==> config.mk <==
export PLATFORM = sky130hd
export DESIGN_NAME = cache_top
export DESIGN_NICKNAME = d
export VERILOG_FILES = /design/src/logic/cache_pkg.sv /design/src/logic/cache_top.sv /design/src/logic/cache_csr.sv /design/src/logic/cache_controller.sv /design/src/logic/cache_datapath.sv
export SDC_FILE = /design/constraint.sdc
export NUM_CORES = 2
export LEC_CHECK = 0
export ABC_CLOCK_PERIOD_IN_PS = 11650
export BUFFER_PORTS_ARGS = -buffer_cell sky130_fd_sc_hd__buf_2
export CAP_MARGIN = 20
export CORE_ASPECT_RATIO = 1.75
export CORE_MARGIN = 3
export CORE_UTILIZATION = 37
export DETAILED_ROUTE_END_ITERATION = 8
export PLACE_DENSITY = 0.49
export SYNTH_ARGS = -nofsm -noshare
export SYNTH_HDL_FRONTEND = slang
export SYNTH_SLANG_ARGS = --single-unit
==> constraint.sdc <==
create_clock -name clk -period 11.65 [get_ports clk]
set_input_delay 2.33 -clock clk [delete_from_list [all_inputs] [get_ports clk]]
set_output_delay 2.33 -clock clk [all_outputs]
set_load 0.005 [all_outputs]
==> src/logic/cache_pkg.sv <==
package cache_pkg;

    localparam int ADDR_W  = 32;
    localparam int WORD_W  = 32;
    localparam int BLOCK_W = 128;

    localparam int WORDS_PER_BLOCK = BLOCK_W / WORD_W;
    localparam int OFFSET_W        = $clog2(BLOCK_W / 8);  // Byte offset inside a line
    localparam int WSEL_W          = $clog2(WORDS_PER_BLOCK);

    // One CPU request
    typedef struct packed {
        logic [ADDR_W-1:0] addr;
        logic [WORD_W-1:0] wdata;
        logic              write;
    } cpu_req_t;

    // One memory request, always a whole block
    typedef struct packed {
        logic [ADDR_W-1:0]  addr;   // Block aligned
        logic [BLOCK_W-1:0] wdata;
        logic               write;
    } mem_req_t;

    localparam logic [3:0] CSR_CTRL   = 4'h0;
    localparam logic [3:0] CSR_STATUS = 4'h4;
    localparam logic [3:0] CSR_HITS   = 4'h8;
    localparam logic [3:0] CSR_MISSES = 4'hc;

    function automatic logic [WSEL_W-1:0] word_sel(input logic [ADDR_W-1:0] addr);
        return addr[OFFSET_W-1 -: WSEL_W];
    endfunction

    function automatic logic [ADDR_W-1:0] block_addr(input logic [ADDR_W-1:0] addr);
        return {addr[ADDR_W-1:OFFSET_W], {OFFSET_W{1'b0}}};
    endfunction

    function automatic logic [WORD_W-1:0] get_word(input logic [BLOCK_W-1:0] block,
                                                   input logic [WSEL_W-1:0]  sel);
        return block[sel*WORD_W +: WORD_W];
    endfunction

    // Replace one word of a block
    function automatic logic [BLOCK_W-1:0] put_word(input logic [BLOCK_W-1:0] block,
                                                    input logic [WSEL_W-1:0]  sel,
                                                    input logic [WORD_W-1:0]  word);
        logic [BLOCK_W-1:0] merged;
        merged = block;
        merged[sel*WORD_W +: WORD_W] = word;
        return merged;
    endfunction

endpackage
==> src/logic/cache_top.sv <==
`timescale 1ns/1ps

module cache_top #(
    parameter int NUM_LINES = 16
) (
    input  logic                          clk,
    input  logic                          rst,
    // CPU port
    input  logic                          cpu_valid,
    input  cache_pkg::cpu_req_t           cpu_req,
    output logic                          cpu_ready,
    output logic                          cpu_done,
    output logic [cache_pkg::WORD_W-1:0]  cpu_rdata,
    // Memory port
    output logic                          mem_valid,
    output cache_pkg::mem_req_t           mem_req,
    input  logic                          mem_ack,
    input  logic [cache_pkg::BLOCK_W-1:0] mem_rdata,
    // Register port
    input  logic                          csr_valid,
    input  logic                          csr_write,
    input  logic [3:0]                    csr_addr,
    input  logic [cache_pkg::WORD_W-1:0]  csr_wdata,
    output logic [cache_pkg::WORD_W-1:0]  csr_rdata
);
    import cache_pkg::*;

    localparam int IDX_W = $clog2(NUM_LINES);

    // Register block to controller
    logic enable;
    logic flush_start;
    logic flush_busy;
    logic hit_event;
    logic miss_event;

    // Controller to datapath
    logic [ADDR_W-1:0] dp_addr;
    logic [WORD_W-1:0] dp_wdata;
    logic              lookup;
    logic              write_word;
    logic              fill;
    logic              clear_line;
    logic              flush_sel;
    logic [IDX_W-1:0]  flush_index;

    // Datapath status
    logic               hit;
    logic               dirty;
    logic [ADDR_W-1:0]  victim_addr;
    logic [BLOCK_W-1:0] line_data;
    logic [WORD_W-1:0]  rdata;

    cache_controller #(
        .NUM_LINES(NUM_LINES)
    ) controller_inst (
        .clk        (clk),
        .rst        (rst),
        .cpu_valid  (cpu_valid),
        .cpu_req    (cpu_req),
        .cpu_ready  (cpu_ready),
        .cpu_done   (cpu_done),
        .cpu_rdata  (cpu_rdata),
        .mem_valid  (mem_valid),
        .mem_req    (mem_req),
        .mem_ack    (mem_ack),
        .mem_rdata  (mem_rdata),
        .enable     (enable),
        .flush_start(flush_start),
        .flush_busy (flush_busy),
        .hit_event  (hit_event),
        .miss_event (miss_event),
        .dp_addr    (dp_addr),
        .dp_wdata   (dp_wdata),
        .lookup     (lookup),
        .write_word (write_word),
        .fill       (fill),
        .clear_line (clear_line),
        .flush_sel  (flush_sel),
        .flush_index(flush_index),
        .hit        (hit),
        .dirty      (dirty),
        .victim_addr(victim_addr),
        .line_data  (line_data),
        .rdata      (rdata)
    );

    cache_datapath #(
        .NUM_LINES(NUM_LINES)
    ) datapath_inst (
        .clk        (clk),
        .rst        (rst),
        .addr       (dp_addr),
        .wdata      (dp_wdata),
        .lookup     (lookup),
        .write_word (write_word),
        .fill       (fill),
        .fill_data  (mem_rdata),   // Fills come straight off the memory port
        .clear_line (clear_line),
        .flush_sel  (flush_sel),
        .flush_index(flush_index),
        .hit        (hit),
        .dirty      (dirty),
        .victim_addr(victim_addr),
        .line_data  (line_data),
        .rdata      (rdata)
    );

    cache_csr csr_inst (
        .clk        (clk),
        .rst        (rst),
        .csr_valid  (csr_valid),
        .csr_write  (csr_write),
        .csr_addr   (csr_addr),
        .csr_wdata  (csr_wdata),
        .flush_busy (flush_busy),
        .hit_event  (hit_event),
        .miss_event (miss_event),
        .csr_rdata  (csr_rdata),
        .enable     (enable),
        .flush_start(flush_start)
    );

endmodule

==> src/logic/cache_csr.sv <==
`timescale 1ns/1ps

module cache_csr (
    input  logic                         clk,
    input  logic                         rst,
    input  logic                         csr_valid,
    input  logic                         csr_write,
    input  logic [3:0]                   csr_addr,
    input  logic [cache_pkg::WORD_W-1:0] csr_wdata,
    input  logic                         flush_busy,
    input  logic                         hit_event,
    input  logic                         miss_event,
    output logic [cache_pkg::WORD_W-1:0] csr_rdata,
    output logic                         enable,
    output logic                         flush_start
);
    import cache_pkg::*;

    logic              wr_en;
    logic              wr_ctrl;
    logic [WORD_W-1:0] count [2];    // Entry 0 hits, entry 1 misses
    logic [1:0]        count_evt;
    logic [1:0]        count_clr;

    assign wr_en   = csr_valid && csr_write;
    assign wr_ctrl = wr_en && (csr_addr == CSR_CTRL);

    assign count_evt = {miss_event, hit_event};
    assign count_clr = {wr_en && (csr_addr == CSR_MISSES), wr_en && (csr_addr == CSR_HITS)};

    always_ff @(posedge clk or negedge rst) begin
        if (!rst) begin
            enable      <= 1'b1;   // Cache on out of reset
            flush_start <= 1'b0;
        end else begin
            flush_start <= wr_ctrl && csr_wdata[1];  // One cycle pulse
            if (wr_ctrl) begin
                enable <= csr_wdata[0];
            end
        end
    end

    // Saturating event counters
    always_ff @(posedge clk or negedge rst) begin
        if (!rst) begin
            count[0] <= '0;
            count[1] <= '0;
        end else begin
            for (int i = 0; i < 2; i++) begin
                if (count_clr[i]) begin
                    count[i] <= '0;
                end else if (count_evt[i] && (count[i] != '1)) begin
                    count[i] <= count[i] + 1'b1;
                end
            end
        end
    end

    always_comb begin
        case (csr_addr)
            CSR_CTRL:   csr_rdata = {{(WORD_W-1){1'b0}}, enable};  // Flush bit reads 0
            CSR_STATUS: csr_rdata = {{(WORD_W-1){1'b0}}, flush_busy};
            CSR_HITS:   csr_rdata = count[0];
            CSR_MISSES: csr_rdata = count[1];
            default:    csr_rdata = '0;
        endcase
    end

endmodule

==> src/logic/cache_controller.sv <==
`timescale 1ns/1ps

module cache_controller #(
    parameter int NUM_LINES = 16
) (
    input  logic                          clk,
    input  logic                          rst,
    // CPU side
    input  logic                          cpu_valid,
    input  cache_pkg::cpu_req_t           cpu_req,
    output logic                          cpu_ready,
    output logic                          cpu_done,
    output logic [cache_pkg::WORD_W-1:0]  cpu_rdata,
    // Memory side
    output logic                          mem_valid,
    output cache_pkg::mem_req_t           mem_req,
    input  logic                          mem_ack,
    input  logic [cache_pkg::BLOCK_W-1:0] mem_rdata,
    // Register block
    input  logic                          enable,
    input  logic                          flush_start,
    output logic                          flush_busy,
    output logic                          hit_event,
    output logic                          miss_event,
    // Datapath
    output logic [cache_pkg::ADDR_W-1:0]  dp_addr,
    output logic [cache_pkg::WORD_W-1:0]  dp_wdata,
    output logic                          lookup,
    output logic                          write_word,
    output logic                          fill,
    output logic                          clear_line,
    output logic                          flush_sel,
    output logic [$clog2(NUM_LINES)-1:0]  flush_index,
    input  logic                          hit,
    input  logic                          dirty,
    input  logic [cache_pkg::ADDR_W-1:0]  victim_addr,
    input  logic [cache_pkg::BLOCK_W-1:0] line_data,
    input  logic [cache_pkg::WORD_W-1:0]  rdata
);
    import cache_pkg::*;

    localparam int IDX_W = $clog2(NUM_LINES);

    typedef enum logic [2:0] {
        st_idle,
        st_compare,
        st_write_back,
        st_allocate,
        st_unc_write,   // Uncached write of the merged block
        st_done,
        st_flush_walk,
        st_flush_wb
    } state_t;

    state_t state;
    state_t state_next;

    cpu_req_t          req_q;
    logic              uncached_q;  // Request taken with the cache disabled
    logic              flush_pend;
    logic [IDX_W-1:0]  flush_idx;
    logic [WORD_W-1:0] unc_rdata;
    logic              last_line;

    mem_req_t fetch_req;
    mem_req_t mem_next;
    logic     mem_load;

    assign dp_addr     = req_q.addr;
    assign dp_wdata    = req_q.wdata;
    assign flush_index = flush_idx;
    assign last_line   = (flush_idx == IDX_W'(NUM_LINES - 1));

    assign fetch_req = '{addr: block_addr(req_q.addr), wdata: '0, write: 1'b0};

    assign flush_sel  = (state == st_flush_walk) || (state == st_flush_wb);
    assign flush_busy = flush_pend || flush_sel;
    assign cpu_ready  = (state == st_idle) && !flush_pend && !flush_start;

    assign lookup     = (state == st_compare) && !uncached_q;
    assign hit_event  = lookup && hit;
    assign miss_event = (state == st_compare) && !hit;  // Uncached requests count too

    assign fill       = (state == st_allocate) && !uncached_q && mem_ack;
    assign write_word = req_q.write && (hit_event || fill);
    assign clear_line = ((state == st_flush_walk) && !dirty) ||
                        ((state == st_flush_wb) && mem_ack);

    assign cpu_done  = hit_event || (state == st_done);
    assign cpu_rdata = uncached_q ? unc_rdata : rdata;

    always_comb begin
        state_next = state;
        mem_load   = 1'b0;
        mem_next   = fetch_req;

        case (state)
            st_idle: begin
                if (flush_start || flush_pend) begin
                    state_next = st_flush_walk;
                end else if (cpu_valid) begin
                    state_next = st_compare;
                end
            end
            st_compare: begin
                if (hit_event) begin
                    state_next = st_idle;
                end else if (lookup && dirty) begin
                    mem_load   = 1'b1;
                    mem_next   = '{addr: victim_addr, wdata: line_data, write: 1'b1};
                    state_next = st_write_back;
                end else begin
                    mem_load   = 1'b1;
                    state_next = st_allocate;
                end
            end
            st_write_back: begin
                if (mem_ack) begin
                    mem_load   = 1'b1;   // Fill read follows straight on
                    state_next = st_allocate;
                end
            end
            st_allocate: begin
                if (mem_ack && uncached_q && req_q.write) begin
                    mem_load   = 1'b1;
                    mem_next   = '{addr:  fetch_req.addr,
                                   wdata: put_word(mem_rdata, word_sel(req_q.addr),
                                                   req_q.wdata),
                                   write: 1'b1};
                    state_next = st_unc_write;
                end else if (mem_ack) begin
                    state_next = st_done;
                end
            end
            st_unc_write: begin
                if (mem_ack) begin
                    state_next = st_done;
                end
            end
            st_done: state_next = st_idle;
            st_flush_walk: begin
                if (dirty) begin
                    mem_load   = 1'b1;
                    mem_next   = '{addr: victim_addr, wdata: line_data, write: 1'b1};
                    state_next = st_flush_wb;
                end else if (last_line) begin
                    state_next = st_idle;
                end
            end
            st_flush_wb: begin
                if (mem_ack) begin
                    state_next = last_line ? st_idle : st_flush_walk;
                end
            end
            default: state_next = st_idle;
        endcase
    end

    always_ff @(posedge clk or negedge rst) begin
        if (!rst) begin
            state      <= st_idle;
            uncached_q <= 1'b0;
            flush_pend <= 1'b0;
            flush_idx  <= '0;
            mem_valid  <= 1'b0;
        end else begin
            state <= state_next;

            if (cpu_valid && cpu_ready) begin
                uncached_q <= !enable;
            end

            // Flush asked for in mid request waits for idle
            if (state == st_idle) begin
                flush_pend <= 1'b0;
            end else if (flush_start && !flush_sel) begin
                flush_pend <= 1'b1;
            end

            if (state == st_idle) begin
                flush_idx <= '0;
            end else if (clear_line) begin
                flush_idx <= flush_idx + 1'b1;
            end

            if (mem_load) begin
                mem_valid <= 1'b1;
            end else if (mem_ack) begin
                mem_valid <= 1'b0;
            end
        end
    end

    always_ff @(posedge clk) begin
        if (cpu_valid && cpu_ready) begin
            req_q <= cpu_req;
        end
        if (mem_load) begin
            mem_req <= mem_next;
        end
        if ((state == st_allocate) && mem_ack) begin
            unc_rdata <= get_word(mem_rdata, word_sel(req_q.addr));
        end
    end

endmodule

==> src/logic/cache_datapath.sv <==
`timescale 1ns/1ps

module cache_datapath #(
    parameter int NUM_LINES = 16
) (
    input  logic                          clk,
    input  logic                          rst,
    input  logic [cache_pkg::ADDR_W-1:0]  addr,
    input  logic [cache_pkg::WORD_W-1:0]  wdata,
    input  logic                          lookup,
    input  logic                          write_word,
    input  logic                          fill,
    input  logic [cache_pkg::BLOCK_W-1:0] fill_data,
    input  logic                          clear_line,
    input  logic                          flush_sel,
    input  logic [$clog2(NUM_LINES)-1:0]  flush_index,
    output logic                          hit,
    output logic                          dirty,
    output logic [cache_pkg::ADDR_W-1:0]  victim_addr,
    output logic [cache_pkg::BLOCK_W-1:0] line_data,
    output logic [cache_pkg::WORD_W-1:0]  rdata
);
    import cache_pkg::*;

    localparam int IDX_W = $clog2(NUM_LINES);
    localparam int TAG_W = ADDR_W - IDX_W - OFFSET_W;

    // Line storage
    logic [TAG_W-1:0]     tag_array  [NUM_LINES];
    logic [BLOCK_W-1:0]   data_array [NUM_LINES];
    logic [NUM_LINES-1:0] valid_bits;
    logic [NUM_LINES-1:0] dirty_bits;

    // Address fields
    logic [TAG_W-1:0] addr_tag;
    logic [IDX_W-1:0] addr_index;
    logic [IDX_W-1:0] index;       // Line that every port below refers to

    logic [BLOCK_W-1:0] write_block;
    logic               tag_match;

    assign addr_tag   = addr[ADDR_W-1 -: TAG_W];
    assign addr_index = addr[OFFSET_W +: IDX_W];
    assign index      = flush_sel ? flush_index : addr_index;

    assign line_data = data_array[index];
    assign rdata     = get_word(line_data, word_sel(addr));

    assign tag_match = (tag_array[index] == addr_tag);
    assign hit       = lookup && valid_bits[index] && tag_match;
    assign dirty     = valid_bits[index] && dirty_bits[index];

    // Block address of whatever the selected line holds now
    assign victim_addr = {tag_array[index], index, {OFFSET_W{1'b0}}};

    // Write miss: the CPU word lands on top of the incoming block
    assign write_block = put_word(fill ? fill_data : line_data, word_sel(addr), wdata);

    always_ff @(posedge clk or negedge rst) begin
        if (!rst) begin
            valid_bits <= '0;
            dirty_bits <= '0;
        end else if (clear_line) begin
            valid_bits[index] <= 1'b0;
            dirty_bits[index] <= 1'b0;
        end else if (fill) begin
            valid_bits[index] <= 1'b1;
            dirty_bits[index] <= write_word;  // Clean unless a write rides along
        end else if (write_word) begin
            dirty_bits[index] <= 1'b1;
        end
    end

    always_ff @(posedge clk) begin
        if (fill) begin
            tag_array[index] <= addr_tag;
        end

        if (write_word) begin
            data_array[index] <= write_block;
        end else if (fill) begin
            data_array[index] <= fill_data;
        end
    end

endmodule

==> summary.md <==
| Metric | Value |
|---|---|
| Status | complete, no violations |
| Die Wd | 427 um |
| Global route overflow | 0 |
| Wire per inst | 32.9 um |
| Total of max-cap violations | 0 |
| Stages on worst setup path | 13 |
| Core footprint | 308000 um2 |
| FF-to-FF path depth | 15 |
| Worst-Skew Late Latency | 0.90 ns |
| NumNets Final | 7143 |
| Sink Count | 2792 |
| FF+latch count, synth | 2792 |
| Min cycle time layout | 9.00 ns |
| CP top delay family | simple AND/OR/NAND/NOR gates |
| DRT Pass-1 Iters | 5 |
| # DRC | 0 |
| Setup Buffers After CTS | 0 |
| Worst-path cell chain | nand2_1 > mux2_8 > buf_4 > mux2i_1 > mux2_2 > a211oi_1 > and3_1 > o2111ai_1 > nor4_2 > nand3_1 > buf_4 > o21ai_0 > buf_2 |
| Setup violations, final | 0 |
| Syn. warnings | 0 |
| Met1 Routed Length | 145000 um |
| GP Congestion | 0.812 |
| Peak supply drop | 0.000194 V |
| Kind of critical path | flop to output port |
| Most used cell, CP | buf_4 |
| Fin Hold WS | 0.507 ns |
| GRT Total Usage | 22.9% |
| CP arrival | 6.67 ns |
| CTS resizes | 0 |
| Hold Path Class | flop to flop |
| Clk_skew | 0.0710 ns |
| Hold buffer count at CTS | 0 |
| Root buf cell | clkbuf_16 |
| Post-route setup TNS | 0 ns |
| Cell area after layout | 132000 um2 |
| Die area | 317000 um2 |
| CP endpoint kind | output port |
| Mapped Area | 115000 um2 |
| RSZ-0062 raised after global routing | false |
| Register area share after synthesis | 72.7% |
| Placement Setup Slack | 3.37 ns |
| First-pass GRT wire length | 518000 um |
| Period utilization | 77.3% |
| CTS tree | built |
| CP required | 9.32 ns |
| Worst slew pin tran | 1.17 ns |
| Fmax | 0.111 GHz |
| Layout area overhead | 15.0% |
| Met2 routed WL | 181000 um |
| DR WL met3 | 29800 um |
| DIE HEIGHT | 742 um |
| Via/cell ratio | 5.93 |
| Slowest stage delay, CP | 0.84 ns |
| Final Hold Fails | 0 |
| CTS buffer count | 280 |
| Min-delay src | datapath_inst.dirty_bits[2] |
| Final WS setup | 2.65 ns |
| PwrDens | 249 nW/um2 |
| Post-synthesis cell count | 6408 |
| Most used DFF post-synth | edfxtp_1 |
| Share of cells above drive strength 1 | 25.9% |
| Fraction of registers with async set or reset after synthesis | 3.87% |
| DR top layer | met5 |
| CP max FO | 63 |
| EDFF count, synth | 2684 |
| Antenna violations before repair | 57 |
| Final WL | 368000 um |
| Max-slew violation count | 0 |
| DRT iter0 DRCs | 6305 |
| Final Util | 42.8% |
| Post-synth cell types | 75 |
| Number of global-route vias before repair | 68000 |
| CP max-delay cell | nor4_2 |
| Post-DP HPWL | 205000 um |
| Post-route ant nets | 0 |
| Hold depth | 2 |
| DP Area | 123000 um2 |
| Clk pin slew, worst setup/hold paths | 0.06 ns |
| Port bufs | 426 |
| Rel. slew slack | 21.7% |
| CP Launch Point | controller_inst.state[2] |
| # H-tree levels | 5 |
| Via Count | 66400 |
| Syn Area/Cell | 17.9 um2 |
| Initial Util | 37.2% |
| Std-Cell Rows | 269 |
| CP startpoint kind | flop |
| Clock tree buffer depth | 4 |
| Worst r2r src | controller_inst.state[2] |
| Leak Pwr | 42.8 nW |
| CP bufs+invs | 3 |
| Largest net degree at the start of global routing | 131 |
| I/O Pins | 463 |
## cell usage after synthesis (27+ instances only)
cell       count  area, um2
a21oi_1       54        270
a22o_1        31        272
a22oi_1      257       1930
a31oi_1      130        813
a32o_1        36        360
a32oi_1      131       1150
and3_1       157        982
buf_2         90        450
buf_4         39        293
clkbuf_1     333       1250
dfrtp_1      107       2680
edfxtp_1    2684      80600
mux2_2        69        777
mux2i_1      112       1120
mux4_2       591      13300
nand2_1      726       2730
nand3_1       77        385
nor2_1        70        263
o21ai_0      187        936
o22ai_1       27        169
o2bb2ai_1    128       1120
or3_1         38        238
## through the flow
stage | total power [mW] | std cells
CTS | 33.1 | 11200
floorplan | 19.8 | 6411
detailed placement | 24.0 | 10700
global route | 34.2 | 11200
finish | 32.8 | 11200
global placement | 23.7 | 10700
## registers in the layout, indices dropped and copies added (netlist names), 3 cells and up, named ones only
| register | cells |
|---|---|
| controller_inst.dp_wdata | 32 |
| controller_inst.state | 3 |
| datapath_inst.data_array | 2048 |
| controller_inst.dp_addr | 30 |
| controller_inst.flush_index | 4 |
| controller_inst.unc_rdata | 32 |
| datapath_inst.dirty_bits | 16 |
| controller_inst.mem_req | 157 |
| datapath_inst.tag_array | 384 |
| csr_inst.count | 64 |
## cells in the final DEF (no fill, tap or decap), drive strengths merged, types with 55 or more instances in the layout
cell,n
clkinv,98
nand2,728
edfxtp,2684
mux2i,114
mux2,89
and3,157
a31oi,131
clkbuf,351
o21ai,200
mux4,591
nand3,77
o2bb2ai,128
dfrtp,107
a21oi,55
a22oi,257
buf,696
nor2,72
a32oi,131
## cell families (layout without fill, tap and decap cells)
kind of cell    count (synthesis)  in the layout  share of synthesized area [%]
fa+ha+maj                       7              7                         0.0764
xor+xnor                       22             22                          0.168
buf+inv                       520           1217                           1.96
other cells                     1             21                        0.00327
simple gates                 1205           1205                           4.86
flops                        2792           2792                           72.7
mux                           794            794                           13.5
compound gates               1067           1067                           6.73
## where the power goes
group          total, mW  leakage, nW  internal (mW)  switching (mW)
logic               10.2         12.7           3.69            6.52
clock network       9.11         4.40           5.21            3.91
registers           13.5         25.7           13.2           0.336
total               32.8         42.8           22.1            10.8
## final timing paths
kind	to	slack, ns
setup / recovery	cpu_done	2.65
hold / removal	datapath_inst.dirty_bits[2]	0.51
setup reg to reg	datapath_inst.data_array[5][57]	3.57
hold reg to reg	datapath_inst.dirty_bits[2]	0.51
max in group asynchronous	csr_inst.count[55]	8.73
min in group asynchronous	async pin	1.46
## routing by layer
| layer | GRT usage (%) | vias to the layer above |
|---|---|---|
| li1 | - | 27300 |
| met3 | 5.48 | 625 |
| met5 | 0 | - |
| met4 | 7.13 | 56 |
| met1 | 29.3 | 35700 |
| met2 | 38.5 | 2718 |
## worst register-to-register path: stages (launching register included)
cell and delay, ns:
dfrtp_1 0.70, nand2_1 0.50, mux2_8 0.76, buf_4 0.81, mux2i_1 0.16, mux2_2 0.33, a211oi_1 0.40, and3_1 0.29
o2111ai_1 0.16, nor4_2 0.84, and3_2 0.34, buf_4 0.50, a21oi_4 0.25, buf_12 0.24, nor2_4 0.72, buf_4 0.66
## layout make-up
cell class,count,area (um2)
clock buffer,348,7490
timing repair buffer,699,4800
multi-input combinational,3099,29400
fill,27300,176000
inverter,29,119
antenna,17,42.5
tap,4065,5090
clock inverter,141,1510
sequential,2792,83300
No activity file was read; power rests on OpenSTA's default activity.
